==> config.mk <==
export PLATFORM = sky130hd
export DESIGN_NAME = dpc_core_top
export DESIGN_NICKNAME = d
export VERILOG_FILES = /design/src/rv_isa_pkg.sv /design/src/dpc_pkg.sv /design/src/dpc_core_top.sv /design/src/issue_ctrl.sv /design/src/dpc_monitor.sv /design/src/inst_predecode.sv
export SDC_FILE = /design/constraint.sdc
export NUM_CORES = 1
export LEC_CHECK = 0
export ABC_AREA = 1
export BUFFER_PORTS_ARGS = -buffer_cell sky130_fd_sc_hd__buf_2
export CAP_MARGIN = 40
export CORE_MARGIN = 1
export CORE_UTILIZATION = 56
export DETAILED_ROUTE_END_ITERATION = 8
export MAX_ROUTING_LAYER = met4
export PLACE_DENSITY_LB_ADDON = 0.2
export RECOVER_POWER = 100
export SYNTH_ARGS = -nofsm -noshare
export SYNTH_HDL_FRONTEND = slang
export SYNTH_SLANG_ARGS = --single-unit
==> constraint.sdc <==
create_clock -name clk -period 3.95 [get_ports clk]
set_clock_uncertainty 0.2 [all_clocks]
set_input_delay 0.79 -clock clk [delete_from_list [all_inputs] [get_ports clk]]
set_output_delay 0.79 -clock clk [all_outputs]
set_load 0.01 [all_outputs]
==> src/rv_isa_pkg.sv <==
// RV32I/M instruction word fields and the base opcodes used by the issue core.
// Only the R and I layouts are decoded here; store and upper immediates are not split out.
package rv_isa_pkg;

	typedef logic [4:0] reg_idx_t;
	typedef logic [6:0] opcode_t;

	localparam opcode_t OPC_OP     = 7'b0110011;
	localparam opcode_t OPC_OP_IMM = 7'b0010011;
	localparam opcode_t OPC_LOAD   = 7'b0000011;
	localparam opcode_t OPC_STORE  = 7'b0100011;
	localparam opcode_t OPC_LUI    = 7'b0110111;
	localparam opcode_t OPC_AUIPC  = 7'b0010111;

	localparam logic [6:0] FUNCT7_MULDIV = 7'b0000001; // M extension

	// load widths accepted as real loads
	localparam logic [2:0] F3_LB  = 3'b000;
	localparam logic [2:0] F3_LH  = 3'b001;
	localparam logic [2:0] F3_LW  = 3'b010;
	localparam logic [2:0] F3_LBU = 3'b100;
	localparam logic [2:0] F3_LHU = 3'b101;

	typedef struct packed {
		logic [6:0] funct7;
		reg_idx_t   rs2;
		reg_idx_t   rs1;
		logic [2:0] funct3;
		reg_idx_t   rd;
		opcode_t    opcode;
	} rv_r_t;

	typedef struct packed {
		logic [11:0] imm;
		reg_idx_t    rs1;
		logic [2:0]  funct3;
		reg_idx_t    rd;
		opcode_t     opcode;
	} rv_i_t;

	// one word, two views
	typedef union packed {
		rv_r_t r;
		rv_i_t i;
	} rv_inst_u;

endpackage
==> src/dpc_pkg.sv <==
// Types shared by the dependency monitor and the issue control.
// inst_id_t is 8 bits, so at most 256 instructions may be tracked at once.
package dpc_pkg;

	// life stage of a tracked instruction, one-hot
	typedef enum logic [3:0] {
		NOT_VALID    = 4'b0001,
		IN_IFQ       = 4'b0010,
		IN_DSPTC_MSG = 4'b0100,
		IN_EXU       = 4'b1000
	} dpc_stage_e;

	typedef logic [7:0] inst_id_t;

	// upstream word, only sent while a credit is held
	typedef struct packed {
		logic        valid;
		logic [31:0] inst;
	} fetch_pkt_t;

	typedef struct packed {
		rv_isa_pkg::reg_idx_t rd; // 0 when rd is not written
		rv_isa_pkg::reg_idx_t rs1;
		rv_isa_pkg::reg_idx_t rs2;
		logic                 is_long;
		inst_id_t             inst_id;
	} trace_entry_t;

	typedef struct packed {
		logic                 valid;
		inst_id_t             inst_id;
		rv_isa_pkg::reg_idx_t rd;
		logic                 is_long;
	} retire_pkt_t;

	typedef struct packed {
		logic rs1_raw;
		logic rs2_raw;
		logic rd_waw;
		logic p0_bypass; // rs1 served by a single-cycle producer
		logic p1_bypass; // same for rs2
	} hazard_t;

endpackage

==> src/dpc_core_top.sv <==
// Hazard-tracking issue core. Upstream holds trace_depth credits after reset and
// spends one per valid fetch; credit_cnt_o gives them back.
`timescale 1ns/1ps

module dpc_core_top #(
	parameter int trace_depth = 4,
	parameter int long_lat    = 4,
	parameter int en_bypass   = 1
)(
	input  logic                             clk,
	input  logic                             resetn,
	input  logic                             flush_i,
	input  dpc_pkg::fetch_pkt_t              fetch_i,
	output dpc_pkg::retire_pkt_t             retire_o,
	output logic                             credit_o,
	output logic [$clog2(trace_depth+1)-1:0] credit_cnt_o
);
	import rv_isa_pkg::*;
	import dpc_pkg::*;

	reg_idx_t                         pd_rd;
	reg_idx_t                         pd_rs1;
	reg_idx_t                         pd_rs2;
	logic                             pd_rd_vld;
	logic                             pd_rs2_vld;
	logic                             pd_long;
	trace_entry_t                     pd_entry;
	trace_entry_t                     enter;
	logic                             enter_vld;
	inst_id_t                         dcd_id;
	logic                             dcd_vld;
	inst_id_t                         dsptc_id;
	logic                             dsptc_vld;
	inst_id_t                         retire_id;
	logic                             retire_vld;
	reg_idx_t                         chk_rs1;
	reg_idx_t                         chk_rs2;
	reg_idx_t                         chk_rd;
	hazard_t                          hazard;
	logic [$clog2(trace_depth+1)-1:0] freed_cnt;

	inst_predecode u_inst_predecode (
		.inst_i    (fetch_i.inst),
		.rd_o      (pd_rd),
		.rs1_o     (pd_rs1),
		.rs2_o     (pd_rs2),
		.rd_vld_o  (pd_rd_vld),
		.rs2_vld_o (pd_rs2_vld),
		.is_long_o (pd_long)
	);

	// unused indices become x0, inst_id is stamped by issue_ctrl
	assign pd_entry = '{
		rd:      pd_rd & {5{pd_rd_vld}},
		rs1:     pd_rs1,
		rs2:     pd_rs2 & {5{pd_rs2_vld}},
		is_long: pd_long,
		inst_id: '0
	};

	issue_ctrl #(
		.trace_depth (trace_depth),
		.long_lat    (long_lat)
	) u_issue_ctrl (
		.clk          (clk),
		.resetn       (resetn),
		.flush_i      (flush_i),
		.entry_i      (pd_entry),
		.entry_vld_i  (fetch_i.valid),
		.hazard_i     (hazard),
		.freed_cnt_i  (freed_cnt),
		.enter_o      (enter),
		.enter_vld_o  (enter_vld),
		.dcd_id_o     (dcd_id),
		.dcd_vld_o    (dcd_vld),
		.dsptc_id_o   (dsptc_id),
		.dsptc_vld_o  (dsptc_vld),
		.retire_id_o  (retire_id),
		.retire_vld_o (retire_vld),
		.chk_rs1_o    (chk_rs1),
		.chk_rs2_o    (chk_rs2),
		.chk_rd_o     (chk_rd),
		.retire_o     (retire_o),
		.credit_o     (credit_o),
		.credit_cnt_o (credit_cnt_o)
	);

	dpc_monitor #(
		.trace_depth (trace_depth),
		.en_bypass   (en_bypass)
	) u_dpc_monitor (
		.clk          (clk),
		.resetn       (resetn),
		.flush_i      (flush_i),
		.enter_i      (enter),
		.enter_vld_i  (enter_vld),
		.dcd_id_i     (dcd_id),
		.dcd_vld_i    (dcd_vld),
		.dsptc_id_i   (dsptc_id),
		.dsptc_vld_i  (dsptc_vld),
		.retire_id_i  (retire_id),
		.retire_vld_i (retire_vld),
		.chk_rs1_i    (chk_rs1),
		.chk_rs2_i    (chk_rs2),
		.chk_rd_i     (chk_rd),
		.hazard_o     (hazard),
		.freed_cnt_o  (freed_cnt),
		.full_o       ()
	);

endmodule

==> src/issue_ctrl.sv <==
// In-order issue: fetch queue, decode register, single-cycle and long units, retire.
// long_lat must be at least 1. One retirement per cycle; a long result wins a tie
// and the single-cycle result waits one cycle in the hold register.
`timescale 1ns/1ps

module issue_ctrl #(
	parameter int trace_depth = 4,
	parameter int long_lat    = 4
)(
	input  logic                             clk,
	input  logic                             resetn,
	input  logic                             flush_i,
	input  dpc_pkg::trace_entry_t            entry_i,
	input  logic                             entry_vld_i,
	input  dpc_pkg::hazard_t                 hazard_i,
	input  logic [$clog2(trace_depth+1)-1:0] freed_cnt_i,
	output dpc_pkg::trace_entry_t            enter_o,
	output logic                             enter_vld_o,
	output dpc_pkg::inst_id_t                dcd_id_o,
	output logic                             dcd_vld_o,
	output dpc_pkg::inst_id_t                dsptc_id_o,
	output logic                             dsptc_vld_o,
	output dpc_pkg::inst_id_t                retire_id_o,
	output logic                             retire_vld_o,
	output rv_isa_pkg::reg_idx_t             chk_rs1_o,
	output rv_isa_pkg::reg_idx_t             chk_rs2_o,
	output rv_isa_pkg::reg_idx_t             chk_rd_o,
	output dpc_pkg::retire_pkt_t             retire_o,
	output logic                             credit_o,
	output logic [$clog2(trace_depth+1)-1:0] credit_cnt_o
);
	import dpc_pkg::*;

	localparam int CNT_W = $clog2(trace_depth + 1);
	localparam int PTR_W = (trace_depth > 1) ? $clog2(trace_depth) : 1;
	localparam int LAT_W = $clog2(long_lat + 1);

	trace_entry_t       fq_mem [trace_depth];
	logic [PTR_W-1:0]   wr_ptr;
	logic [PTR_W-1:0]   rd_ptr;
	logic [CNT_W-1:0]   fq_cnt;
	inst_id_t           id_q;
	logic               push;
	logic               dcd_ld;
	trace_entry_t       dr_q; // decode register
	logic               dr_vld;
	logic               dsp_fire;
	logic               sc_free;
	logic               lu_free;
	retire_pkt_t        sc_q;
	retire_pkt_t        hold_q;
	retire_pkt_t        lu_q;
	logic [LAT_W-1:0]   lu_cnt;
	logic               long_fin;

	function automatic logic [PTR_W-1:0] ptr_inc(input logic [PTR_W-1:0] p);
		return (p == PTR_W'(trace_depth - 1)) ? '0 : p + 1'b1;
	endfunction

	always_comb
	begin
		enter_o         = entry_i;
		enter_o.inst_id = id_q;
	end
	assign enter_vld_o = entry_vld_i;

	assign push   = entry_vld_i && !flush_i;
	assign dcd_ld = (fq_cnt != '0) && (!dr_vld || dsp_fire) && !flush_i;

	always_ff @(posedge clk or negedge resetn)
	begin
		if (!resetn)
		begin
			wr_ptr <= '0;
			rd_ptr <= '0;
			fq_cnt <= '0;
			id_q   <= '0;
		end
		else
		begin
			if (entry_vld_i)
				id_q <= id_q + 1'b1;
			if (flush_i)
			begin
				wr_ptr <= '0;
				rd_ptr <= '0;
				fq_cnt <= '0;
			end
			else
			begin
				if (push)
					wr_ptr <= ptr_inc(wr_ptr);
				if (dcd_ld)
					rd_ptr <= ptr_inc(rd_ptr);
				fq_cnt <= fq_cnt + CNT_W'(push) - CNT_W'(dcd_ld);
			end
		end
	end

	always_ff @(posedge clk)
	begin
		if (push)
			fq_mem[wr_ptr] <= enter_o;
		if (dcd_ld)
			dr_q <= fq_mem[rd_ptr];
	end

	always_ff @(posedge clk or negedge resetn)
	begin
		if (!resetn)
			dr_vld <= 1'b0;
		else if (flush_i)
			dr_vld <= 1'b0;
		else if (dcd_ld)
			dr_vld <= 1'b1;
		else if (dsp_fire)
			dr_vld <= 1'b0;
	end

	assign dcd_vld_o = dcd_ld;
	assign dcd_id_o  = fq_mem[rd_ptr].inst_id;
	assign chk_rs1_o = dr_q.rs1;
	assign chk_rs2_o = dr_q.rs2;
	assign chk_rd_o  = dr_q.rd;

	// no single-cycle issue while the hold register is full or filling
	assign long_fin = lu_q.valid && (lu_cnt == '0);
	assign sc_free  = !hold_q.valid && !(long_fin && sc_q.valid);
	assign lu_free  = !lu_q.valid || long_fin;
	assign dsp_fire = dr_vld && !hazard_i.rs1_raw && !hazard_i.rs2_raw && !hazard_i.rd_waw &&
		(dr_q.is_long ? lu_free : sc_free);

	assign dsptc_vld_o = dsp_fire;
	assign dsptc_id_o  = dr_q.inst_id;

	always_ff @(posedge clk or negedge resetn)
	begin
		if (!resetn)
		begin
			sc_q   <= '0;
			hold_q <= '0;
			lu_q   <= '0;
			lu_cnt <= '0;
		end
		else
		begin
			sc_q <= '{valid: dsp_fire && !dr_q.is_long, inst_id: dr_q.inst_id,
				rd: dr_q.rd, is_long: 1'b0};
			if (long_fin && sc_q.valid)
				hold_q <= sc_q;
			else if (!long_fin)
				hold_q.valid <= 1'b0; // retired this cycle or already empty
			if (dsp_fire && dr_q.is_long)
			begin
				lu_q   <= '{valid: 1'b1, inst_id: dr_q.inst_id, rd: dr_q.rd, is_long: 1'b1};
				lu_cnt <= LAT_W'(long_lat - 1);
			end
			else if (long_fin)
				lu_q.valid <= 1'b0;
			else if (lu_q.valid)
				lu_cnt <= lu_cnt - 1'b1;
		end
	end

	always_comb
	begin
		if (long_fin)
			retire_o = lu_q;
		else if (hold_q.valid)
			retire_o = hold_q;
		else
			retire_o = sc_q;
	end

	assign retire_vld_o = retire_o.valid;
	assign retire_id_o  = retire_o.inst_id;

	// credits trail the freeing by one cycle
	always_ff @(posedge clk or negedge resetn)
	begin
		if (!resetn)
			credit_cnt_o <= '0;
		else
			credit_cnt_o <= freed_cnt_i;
	end
	assign credit_o = (credit_cnt_o != '0);

endmodule

==> src/dpc_monitor.sv <==
// Tracks up to trace_depth instructions from fetch queue entry to retirement.
// The instruction in the decode register is the only one in IN_DSPTC_MSG, so only
// executing entries can be producers for its RAW and bypass checks.
`timescale 1ns/1ps

module dpc_monitor #(
	parameter int trace_depth = 4,
	parameter int en_bypass   = 1
)(
	input  logic                             clk,
	input  logic                             resetn,
	input  logic                             flush_i,
	input  dpc_pkg::trace_entry_t            enter_i,
	input  logic                             enter_vld_i,
	input  dpc_pkg::inst_id_t                dcd_id_i,
	input  logic                             dcd_vld_i,
	input  dpc_pkg::inst_id_t                dsptc_id_i,
	input  logic                             dsptc_vld_i,
	input  dpc_pkg::inst_id_t                retire_id_i,
	input  logic                             retire_vld_i,
	input  rv_isa_pkg::reg_idx_t             chk_rs1_i,
	input  rv_isa_pkg::reg_idx_t             chk_rs2_i,
	input  rv_isa_pkg::reg_idx_t             chk_rd_i,
	output dpc_pkg::hazard_t                 hazard_o,
	output logic [$clog2(trace_depth+1)-1:0] freed_cnt_o,
	output logic                             full_o
);
	import dpc_pkg::*;

	localparam int CNT_W = $clog2(trace_depth + 1);

	logic [trace_depth-1:0] free_vec;
	logic [trace_depth-1:0] grant_vec;
	logic [trace_depth-1:0] rel_vec; // entry goes back to NOT_VALID this cycle
	logic [trace_depth-1:0] long_vec;
	logic [trace_depth-1:0] rs1_m;
	logic [trace_depth-1:0] rs2_m;
	logic [trace_depth-1:0] waw_m;
	logic                   no_bypass;

	assign grant_vec = free_vec & (~free_vec + 1'b1); // lowest free entry first
	assign full_o    = ~|free_vec;
	assign no_bypass = (en_bypass == 0);

	for (genvar g = 0; g < trace_depth; g++)
	begin : g_ent
		dpc_stage_e   stage_q;
		dpc_stage_e   stage_nxt;
		trace_entry_t rec_q;
		logic         hit_dcd;
		logic         hit_dsp;
		logic         hit_ret;
		logic         prod;
		logic         rd_nz;

		assign hit_dcd = dcd_vld_i && (rec_q.inst_id == dcd_id_i);
		assign hit_dsp = dsptc_vld_i && (rec_q.inst_id == dsptc_id_i);
		assign hit_ret = retire_vld_i && (rec_q.inst_id == retire_id_i);

		always_comb
		begin
			stage_nxt = stage_q;
			case (stage_q)
				NOT_VALID:
					if (enter_vld_i && grant_vec[g] && !flush_i)
						stage_nxt = IN_IFQ;
				IN_IFQ:
					if (flush_i)
						stage_nxt = NOT_VALID;
					else if (hit_dcd)
						stage_nxt = IN_DSPTC_MSG;
				IN_DSPTC_MSG:
					if (hit_dsp)
						stage_nxt = hit_ret ? NOT_VALID : IN_EXU; // dispatched, survives flush
					else if (flush_i)
						stage_nxt = NOT_VALID;
				IN_EXU:
					if (hit_ret)
						stage_nxt = NOT_VALID;
				default:
					stage_nxt = NOT_VALID;
			endcase
		end

		always_ff @(posedge clk or negedge resetn)
		begin
			if (!resetn)
				stage_q <= NOT_VALID;
			else
				stage_q <= stage_nxt;
		end

		always_ff @(posedge clk)
		begin
			if (enter_vld_i && grant_vec[g])
				rec_q <= enter_i;
		end

		assign free_vec[g] = (stage_q == NOT_VALID);
		assign rel_vec[g]  = (stage_q != NOT_VALID) && (stage_nxt == NOT_VALID);
		assign long_vec[g] = rec_q.is_long;

		assign prod  = (stage_q == IN_EXU); // only dispatched work produces results
		assign rd_nz = (rec_q.rd != '0);

		assign rs1_m[g] = prod && rd_nz && (rec_q.rd == chk_rs1_i);
		assign rs2_m[g] = prod && rd_nz && (rec_q.rd == chk_rs2_i);
		// only a long op still in flight can finish after a later writer
		assign waw_m[g] = (stage_q == IN_EXU) && rec_q.is_long && rd_nz &&
			(rec_q.rd == chk_rd_i);
	end

	assign hazard_o.rs1_raw   = |(rs1_m & (long_vec | {trace_depth{no_bypass}}));
	assign hazard_o.rs2_raw   = |(rs2_m & (long_vec | {trace_depth{no_bypass}}));
	assign hazard_o.rd_waw    = |waw_m;
	assign hazard_o.p0_bypass = !no_bypass && |(rs1_m & ~long_vec);
	assign hazard_o.p1_bypass = !no_bypass && |(rs2_m & ~long_vec);

	// an enter during flush is dropped at once, its credit goes back too
	always_comb
	begin
		freed_cnt_o = CNT_W'(flush_i && enter_vld_i);
		for (int i = 0; i < trace_depth; i++)
			freed_cnt_o = freed_cnt_o + CNT_W'(rel_vec[i]);
	end

endmodule

==> src/inst_predecode.sv <==
// Combinational predecode of one fetched word.
// Opcodes outside OP, OP-IMM, LOAD, STORE, LUI and AUIPC write no rd and read no rs2.
`timescale 1ns/1ps

module inst_predecode (
	input  rv_isa_pkg::rv_inst_u inst_i,
	output rv_isa_pkg::reg_idx_t rd_o,
	output rv_isa_pkg::reg_idx_t rs1_o,
	output rv_isa_pkg::reg_idx_t rs2_o,
	output logic                 rd_vld_o,
	output logic                 rs2_vld_o,
	output logic                 is_long_o
);
	import rv_isa_pkg::*;

	opcode_t opc;
	logic    is_op;
	logic    is_op_imm;
	logic    is_load;
	logic    is_store;
	logic    is_upper;
	logic    ld_ok;
	logic    is_muldiv;

	assign opc = inst_i.r.opcode;

	assign is_op     = (opc == OPC_OP);
	assign is_op_imm = (opc == OPC_OP_IMM);
	assign is_store  = (opc == OPC_STORE);
	assign is_upper  = (opc == OPC_LUI) || (opc == OPC_AUIPC);

	// funct3 through the i view picks out legal load widths
	always_comb
	begin
		case (inst_i.i.funct3)
			F3_LB, F3_LH, F3_LW, F3_LBU, F3_LHU:
				ld_ok = 1'b1;
			default:
				ld_ok = 1'b0;
		endcase
	end

	assign is_load   = (opc == OPC_LOAD) && ld_ok;
	assign is_muldiv = is_op && (inst_i.r.funct7 == FUNCT7_MULDIV);

	assign rd_o  = inst_i.i.rd;
	assign rs1_o = is_upper ? '0 : inst_i.i.rs1; // U-type has immediate bits there
	assign rs2_o = inst_i.r.rs2;

	assign rd_vld_o  = is_op || is_op_imm || is_load || is_upper;
	assign rs2_vld_o = is_op || is_store;
	assign is_long_o = is_load || is_muldiv; // loads and mul/div go to the long unit

endmodule

After elaboration in Yosys (flattened, before gate mapping). Memory sizes are Yosys's and may differ from the RTL's. Cells that the tools add are included.

RAM bits: 96. Input port bits: 36. Memories kept: 1. Output and inout port bits: 19. Bits in read-only memories: 0. Latch bits: 0. Word-level logic and storage cells: 273. Flip-flop bits (word level): 161.

Memory list: u_issue_ctrl.fq_mem (words 4, bits a word 24, read ports 1, clocked after Yosys merged registers in 0, wr ports 1, RTL line issue_ctrl.sv:38) `trace_entry_t fq_mem [trace_depth];`.

Bitwise operators: 6. Order comparisons: 0. Shifts and indexed selects: 0. Reductions and logical operators: 98. Muxes and demuxes: 56. Add/subtract/negate cells: 11. Eq/ne operators: 63. Multipliers: 0. Divide/modulo/power cells: 0.

Operator list (count): 4-bit two-way mux (28); 8-bit == test (12); 4-bit one-hot mux with 4 select lines (4); 1-bit logical AND (63); 5-bit == test (12); 4-bit by 1-bit == test with 1-bit output, second input constant (8); 15-bit two-way mux (2); 7-bit by 6-bit == test with 1-bit output, second input constant (3); 5-bit nonzero test (4); 4-bit by 2-bit == test with 1-bit output, second input constant (4); 4-bit by 3-bit == test with 1-bit output, second input constant (4); 4-bit == test, second input constant (4); 4-bit by 1-bit != test with 1-bit output, second input constant (4); 7-bit by 5-bit == test with 1-bit output, second input constant (2); 3-bit by 1-bit adder with 3-bit output (4); 4-bit bitwise AND (3); 2-bit two-way mux (6); 3-bit two-way mux (4); 4-bit OR reduction (3); 1-bit two-way mux (11); 5-bit bitwise AND (2); 1-bit zero test (9); 3-bit nonzero test (3); 8-bit by 1-bit adder with 8-bit output, second input constant (1); 19 further kinds (34).

Logic depth before layout (Yosys ltp).
Depth in word-level cells: 23. Gate-level depth with buffers: 23. Gate-level depth less buffers: 23.

Modules after synthesis. Synthesis repeated with hierarchy kept, for this count alone.

Cells, all modules: 1434. Area total of the unflattened synthesis: 13148.9 um2.

Modules (own cells, without submodules): issue_ctrl (area each 7487.2 um2, instances 1, sequential area each 5230.0 um2, cells each 622); dpc_monitor (area each 5331.4 um2, instances 1, sequential area each 2087.0 um2, cells each 745); inst_predecode (area each 251.5 um2, instances 1, sequential area each 0.0 um2, cells each 46); dpc_core_top (area each 78.8 um2, instances 1, sequential area each 0.0 um2, cells each 21).

Worst setup path after synthesis. No wires, ideal clock.

Path type: in2reg. From: in fetch_i[32] in the netlist's numbering. To: reg u_issue_ctrl.credit_cnt_o[1]. Path buffers: 1. Slack: -329 ps. Arrival time: 3943 ps. Stages: 11. Cell sequence: clkbuf_1 -> inv_1 -> nor3_1 -> nand2_1 -> a21boi_0 -> nand4_2 -> nand2_1 -> inv_1 -> fa_1 -> ha_1 -> fa_1.

RTL lines: start, declared (RTL line dpc_core_top.sv:13) `input dpc_pkg::fetch_pkt_t fetch_i,`; 1-bit logical AND (2 in a row) (RTL line dpc_monitor.sv:65) `if (enter_vld_i && grant_vec[g] && !flush_i)`; 4-bit two-way mux (RTL line dpc_monitor.sv:65); 4-bit one-hot mux with 4 select lines (RTL line dpc_monitor.sv:63) `case (stage_q)`; named net u_dpc_monitor.g_ent[1].stage_nxt[0] (RTL line dpc_monitor.sv:48) `dpc_stage_e stage_nxt;`; 4-bit by 1-bit == test with 1-bit output (RTL line dpc_monitor.sv:100) `assign rel_vec[g] = (stage_q != NOT_VALID) && (stage_nxt == NOT_VALID);`; 1-bit logical AND (RTL line dpc_monitor.sv:100); 3-bit by 1-bit adder with 3-bit output (3 in a row) (RTL line dpc_monitor.sv:124) `freed_cnt_o = freed_cnt_o + CNT_W'(rel_vec[i]);`; named net freed_cnt[1] (RTL line dpc_core_top.sv:40) `logic [$clog2(trace_depth+1)-1:0] freed_cnt;`; end signal, assigned (RTL line issue_ctrl.sv:184) `credit_cnt_o <= freed_cnt_i;`; end, declared (RTL line issue_ctrl.sv:30) `output logic [$clog2(trace_depth+1)-1:0] credit_cnt_o`.

The timed path passes the listed nets, and every way through them passes these cells. A chain may end at the register's enable or synchronous reset.

Worst setup path after layout.
From: reg u_issue_ctrl.lu_cnt[1]. To: reg u_issue_ctrl.credit_cnt_o[1].

Cells in the longest elaborated chain, start to end: 20.

RTL lines: start, declared (RTL line issue_ctrl.sv:53) `logic [LAT_W-1:0] lu_cnt;`; start signal, assigned (RTL line issue_ctrl.sv:156) `lu_cnt <= LAT_W'(long_lat - 1);`; start signal, assigned (RTL line issue_ctrl.sv:161) `lu_cnt <= lu_cnt - 1'b1;`; 3-bit zero test * (RTL line issue_ctrl.sv:127) `assign long_fin = lu_q.valid && (lu_cnt == '0);`; 1-bit logical AND * (RTL line issue_ctrl.sv:127); 1-bit logical AND (RTL line issue_ctrl.sv:128) `assign sc_free = !hold_q.valid && !(long_fin && sc_q.valid);`; 1-bit zero test (RTL line issue_ctrl.sv:128); 1-bit logical AND (RTL line issue_ctrl.sv:128); 1-bit two-way mux (RTL line issue_ctrl.sv:131) `(dr_q.is_long ? lu_free : sc_free);`; 1-bit logical AND (RTL line issue_ctrl.sv:130) `assign dsp_fire = dr_vld && !hazard_i.rs1_raw && !hazard_i.rs2_raw && !hazard_i.rd_waw &&`; 1-bit logical OR (RTL line issue_ctrl.sv:68) `assign dcd_ld = (fq_cnt != '0) && (!dr_vld || dsp_fire) && !flush_i;`; [4 not listed]; 4-bit two-way mux (RTL line dpc_monitor.sv:68) `if (flush_i)`; 4-bit one-hot mux with 4 select lines (RTL line dpc_monitor.sv:63); 4-bit by 1-bit == test with 1-bit output (RTL line dpc_monitor.sv:100); 1-bit logical AND (RTL line dpc_monitor.sv:100); 1-bit by 1-bit adder with 2-bit output (RTL line dpc_monitor.sv:124); 3-bit by 1-bit adder with 3-bit output (2 in a row) (RTL line dpc_monitor.sv:124); 3-bit by 1-bit adder with 3-bit output * (RTL line dpc_monitor.sv:124); named net freed_cnt[1] (RTL line dpc_core_top.sv:40).

Mark *: on every way through the listed nets, which the timed path passes. The rest lies on a longest branch.

==> flow_metrics.tcl <==
set metrics [dict create \
    hold_violations 0 \
    ys_seq_area_frac 0.5766 \
    path_depth 23 \
    cts_root_buffer "clkbuf_16" \
    crit_top_cell "nand2_2" \
    critPathTopFamily "adder cells" \
    setup_tns_ns 0 \
    fin_area_um2 14410 \
    track_usage 0.2757 \
    hpwl_um 21600 \
    overflow 0 \
    endpoint_kind "register" \
    portBuffers 54 \
    die_width_um 152.5 \
    drc 1 \
    p_leak_nw 6.333 \
    ir_drop_mv 0.5055 \
    cts_tree "yes" \
    setup_viol 0 \
    place_congestion 0.9613 \
    drt-pass1-iter-count 9 \
    pin_count 55 \
    cp_max_fo 10 \
    syn_inst 1333 \
    viasPerCell 5.412 \
    r2r_start "u_issue_ctrl.lu_cnt[1]" \
    power_density_nw_per_um2 692.5 \
    grt_max_degree 58 \
    num_rows 54 \
    cts_made_buffers 27 \
    routed_wirelength_um 30220 \
    start_util 0.5762 \
    synth_warnings 0 \
    worst-setup-path-type "reg2reg" \
    grt_pass1_vias 8906 \
    placed_area_um2 13540 \
    status "finished with violations" \
    yosys_register_bits 257 \
    violations "DRC, capacitance limit, slew limit" \
    fmax_mhz 268.2 \
    nNetsFinal 1481 \
    critPathLaunchType "register" \
    avgSynthCellArea_um2 9.521 \
    cts.sinks 257 \
    relSlewSlack -0.06113 \
    synth_nets 1384 \
    clk_transition_reported_paths_ns 0.06 \
    wire_per_inst_um 17.46 \
    via_count 9369 \
    dp_cells 1679 \
    cap_violations 5 \
    drv_slew 157 \
    fin_crit_sh 0.9439 \
    netlist_area_um2 12690 \
    final_cell_count_no_fill 1731 \
    finalCriticalPeriod_ns 3.728 \
    worstPathCellList "inv_1 -> ha_4 -> ha_4 -> nand2_4 -> inv_4 -> nand2_2 -> nand2_2 -> a21oi_2 -> inv_1 -> nor2_1 -> nand2_1 -> nor2_2 -> nand2_2 -> nand2_2 -> nand4_1 -> nand2_1 -> nand2_1 -> nand2_1 -> nand2_2 -> ha_4 -> fa_1 -> ha_2 -> fa_1" \
    drive_gt1_frac 0.1303 \
    antenna_left 0 \
    crit_start "u_issue_ctrl.lu_cnt[1]" \
    synthToLayoutAreaGrowth_pct 13.56 \
    antenna_found_initial 0 \
    hold_path.class "reg2reg" \
    hold_start "u_issue_ctrl.lu_q[0]" \
    r2r_cells 23 \
    hold_path_depth 2 \
    die_h_um 152.5 \
    slowest_delay_ns 0.51 \
    dp_slack_ns 0.01824 \
    htreeDepth 1 \
    first_iter_violations 787 \
    required_ns 4.17 \
    setup_ws_ns 0.2217 \
    critical_path.slowest_cell "fa_1" \
    clockBufferDepth 3 \
    antenna_cells 0 \
    synth_cell_types 47 \
    tightest_slew_ns 1.592 \
    grt_pass1_wl_um 48240 \
    cp.buffers_inverters 3 \
    worstPathArrival_ns 3.95 \
    die_area_um2 23270 \
    clk_latency_ns 0.55 \
    core_um2 22030 \
]
-- final timing paths --
path | slack [ns] | endpoint
setup / recovery | 0.22 | u_issue_ctrl.credit_cnt_o[1]
hold / removal | 0.25 | u_issue_ctrl.lu_q[0]
setup reg to reg | 0.22 | u_issue_ctrl.credit_cnt_o[1]
hold reg to reg | 0.25 | u_issue_ctrl.lu_q[0]
max in group asynchronous | 1.02 | u_issue_ctrl.lu_q[12]
min in group asynchronous | 0.49 | u_issue_ctrl.hold_q[1]
-- Yosys cell counts (all sizes together) --
library cell	n	area [um2]
nand2	342	1331
edfxtp	176	5285
inv	163	614.3
nor2	150	596.8
dfrtp	77	1927
nand3	75	390.4
o21ai	68	344.1
xor2	50	437.9
xnor2	49	429.2
nand4	31	200.2
nor3	21	105.1
clkbuf	20	76.32
a21oi	19	98.85
o22ai	17	106.4
buf	15	90.08
mux2	14	161.4
ha	12	150.1
a31oi	6	37.54
nor4	5	31.28
dfstp	4	105.1
or2	4	25.03
fa	3	60.06
nand3b	3	22.52
a21boi	2	15.01
o41ai	2	17.52
or3	2	12.51
a22o	1	8.760
clkinv	1	3.750
o211ai	1	7.510
-- cells in the final DEF (no fill, tap or decap), types with 47 or more instances in the layout --
master	netlist	layout
nand2_1	327	326
edfxtp_1	176	176
inv_1	153	154
nor2_1	144	140
dfrtp_1	77	77
nand3_1	72	72
o21ai_0	60	61
xor2_1	50	50
xnor2_1	49	49
buf_2	6	47
-- report_power, final --
| group | leakage [nW] | switching (mW) | internal, mW | total [mW] |
|---|---|---|---|---|
| combinational | 3.22 | 2.08 | 1.24 | 3.32 |
| sequential | 2.67 | 0.577 | 3.57 | 4.15 |
| clock | 0.443 | 1.03 | 1.49 | 2.52 |
-- registers in the layout, summed over array words and instances, names as in the netlist, 5 cells and up --
signal / count
u_issue_ctrl.fq_mem: 96
u_issue_ctrl.chk_rs2_o: 5
u_issue_ctrl.id_q: 8
u_dpc_monitor.g_ent.rec_q: 56
u_issue_ctrl.dsptc_id_o: 8
u_issue_ctrl.lu_q: 15
u_dpc_monitor.g_ent.stage_q: 16
u_issue_ctrl.chk_rd_o: 5
u_issue_ctrl.hold_q: 14
u_issue_ctrl.chk_rs1_o: 5
u_issue_ctrl.sc_q: 14
-- routing by layer --
metal  track usage  part of all wire  vias up
met5             -                 0        -
met2        0.4279              0.46      299
met3       0.03328             0.066       47
met4       0.06349             0.023        0
met1        0.3917              0.46     4449
li1              -                 -     4574
-- worst min-delay path, cell delays in order, from the launching register on --
cell and delay [ns]:
dfrtp_1 0.32, inv_1 0.05, nand2_1 0.05
-- layout make-up --
class	count	area (um2)
tap	280	350.3
inverter	164	618.1
clock inverter	11	122.6
timing repair buffer	103	570.5
multi-input combinational	877	4662
clock buffer	39	770.7
sequential	257	7317
fill	1816	7615
-- cells by family after synthesis --
| kind of cell | Yosys count | share of synthesized area |
|---|---|---|
| AO/OA/AOI/OAI | 116 | 0.05008 |
| XOR/XNOR | 99 | 0.06832 |
| multiplexers | 14 | 0.01272 |
| buffers and inverters | 199 | 0.06182 |
| flip-flops | 257 | 0.5766 |
| adder cells (fa/ha/maj) | 15 | 0.01656 |
| AND/OR/NAND/NOR | 633 | 0.2139 |
-- per-stage QoR --
stage / power (mW) / utilization / hold WS [ns]
after floorplan: 6.283 / - / 0.1529
after global placement: 7.366 / 0.6135 / 0.2356
after detailed placement: 7.442 / 0.6147 / 0.2393
after CTS: 9.972 / 0.6558 / 0.2544
after global routing: 10.61 / 0.6543 / 0.2679
final: 9.980 / 0.6543 / 0.2505
-- timing repair --
| item | in CTS | in global routing |
|---|---|---|
| hold buffers | 1 | 0 |
| setup buffers | 0 | 1 |
| resized for setup | 0 | 16 |
| setup endpoints to repair | 0 | 2 |
| hold endpoints to repair | 8 | 0 |
(Power assumes the default switching activity.)
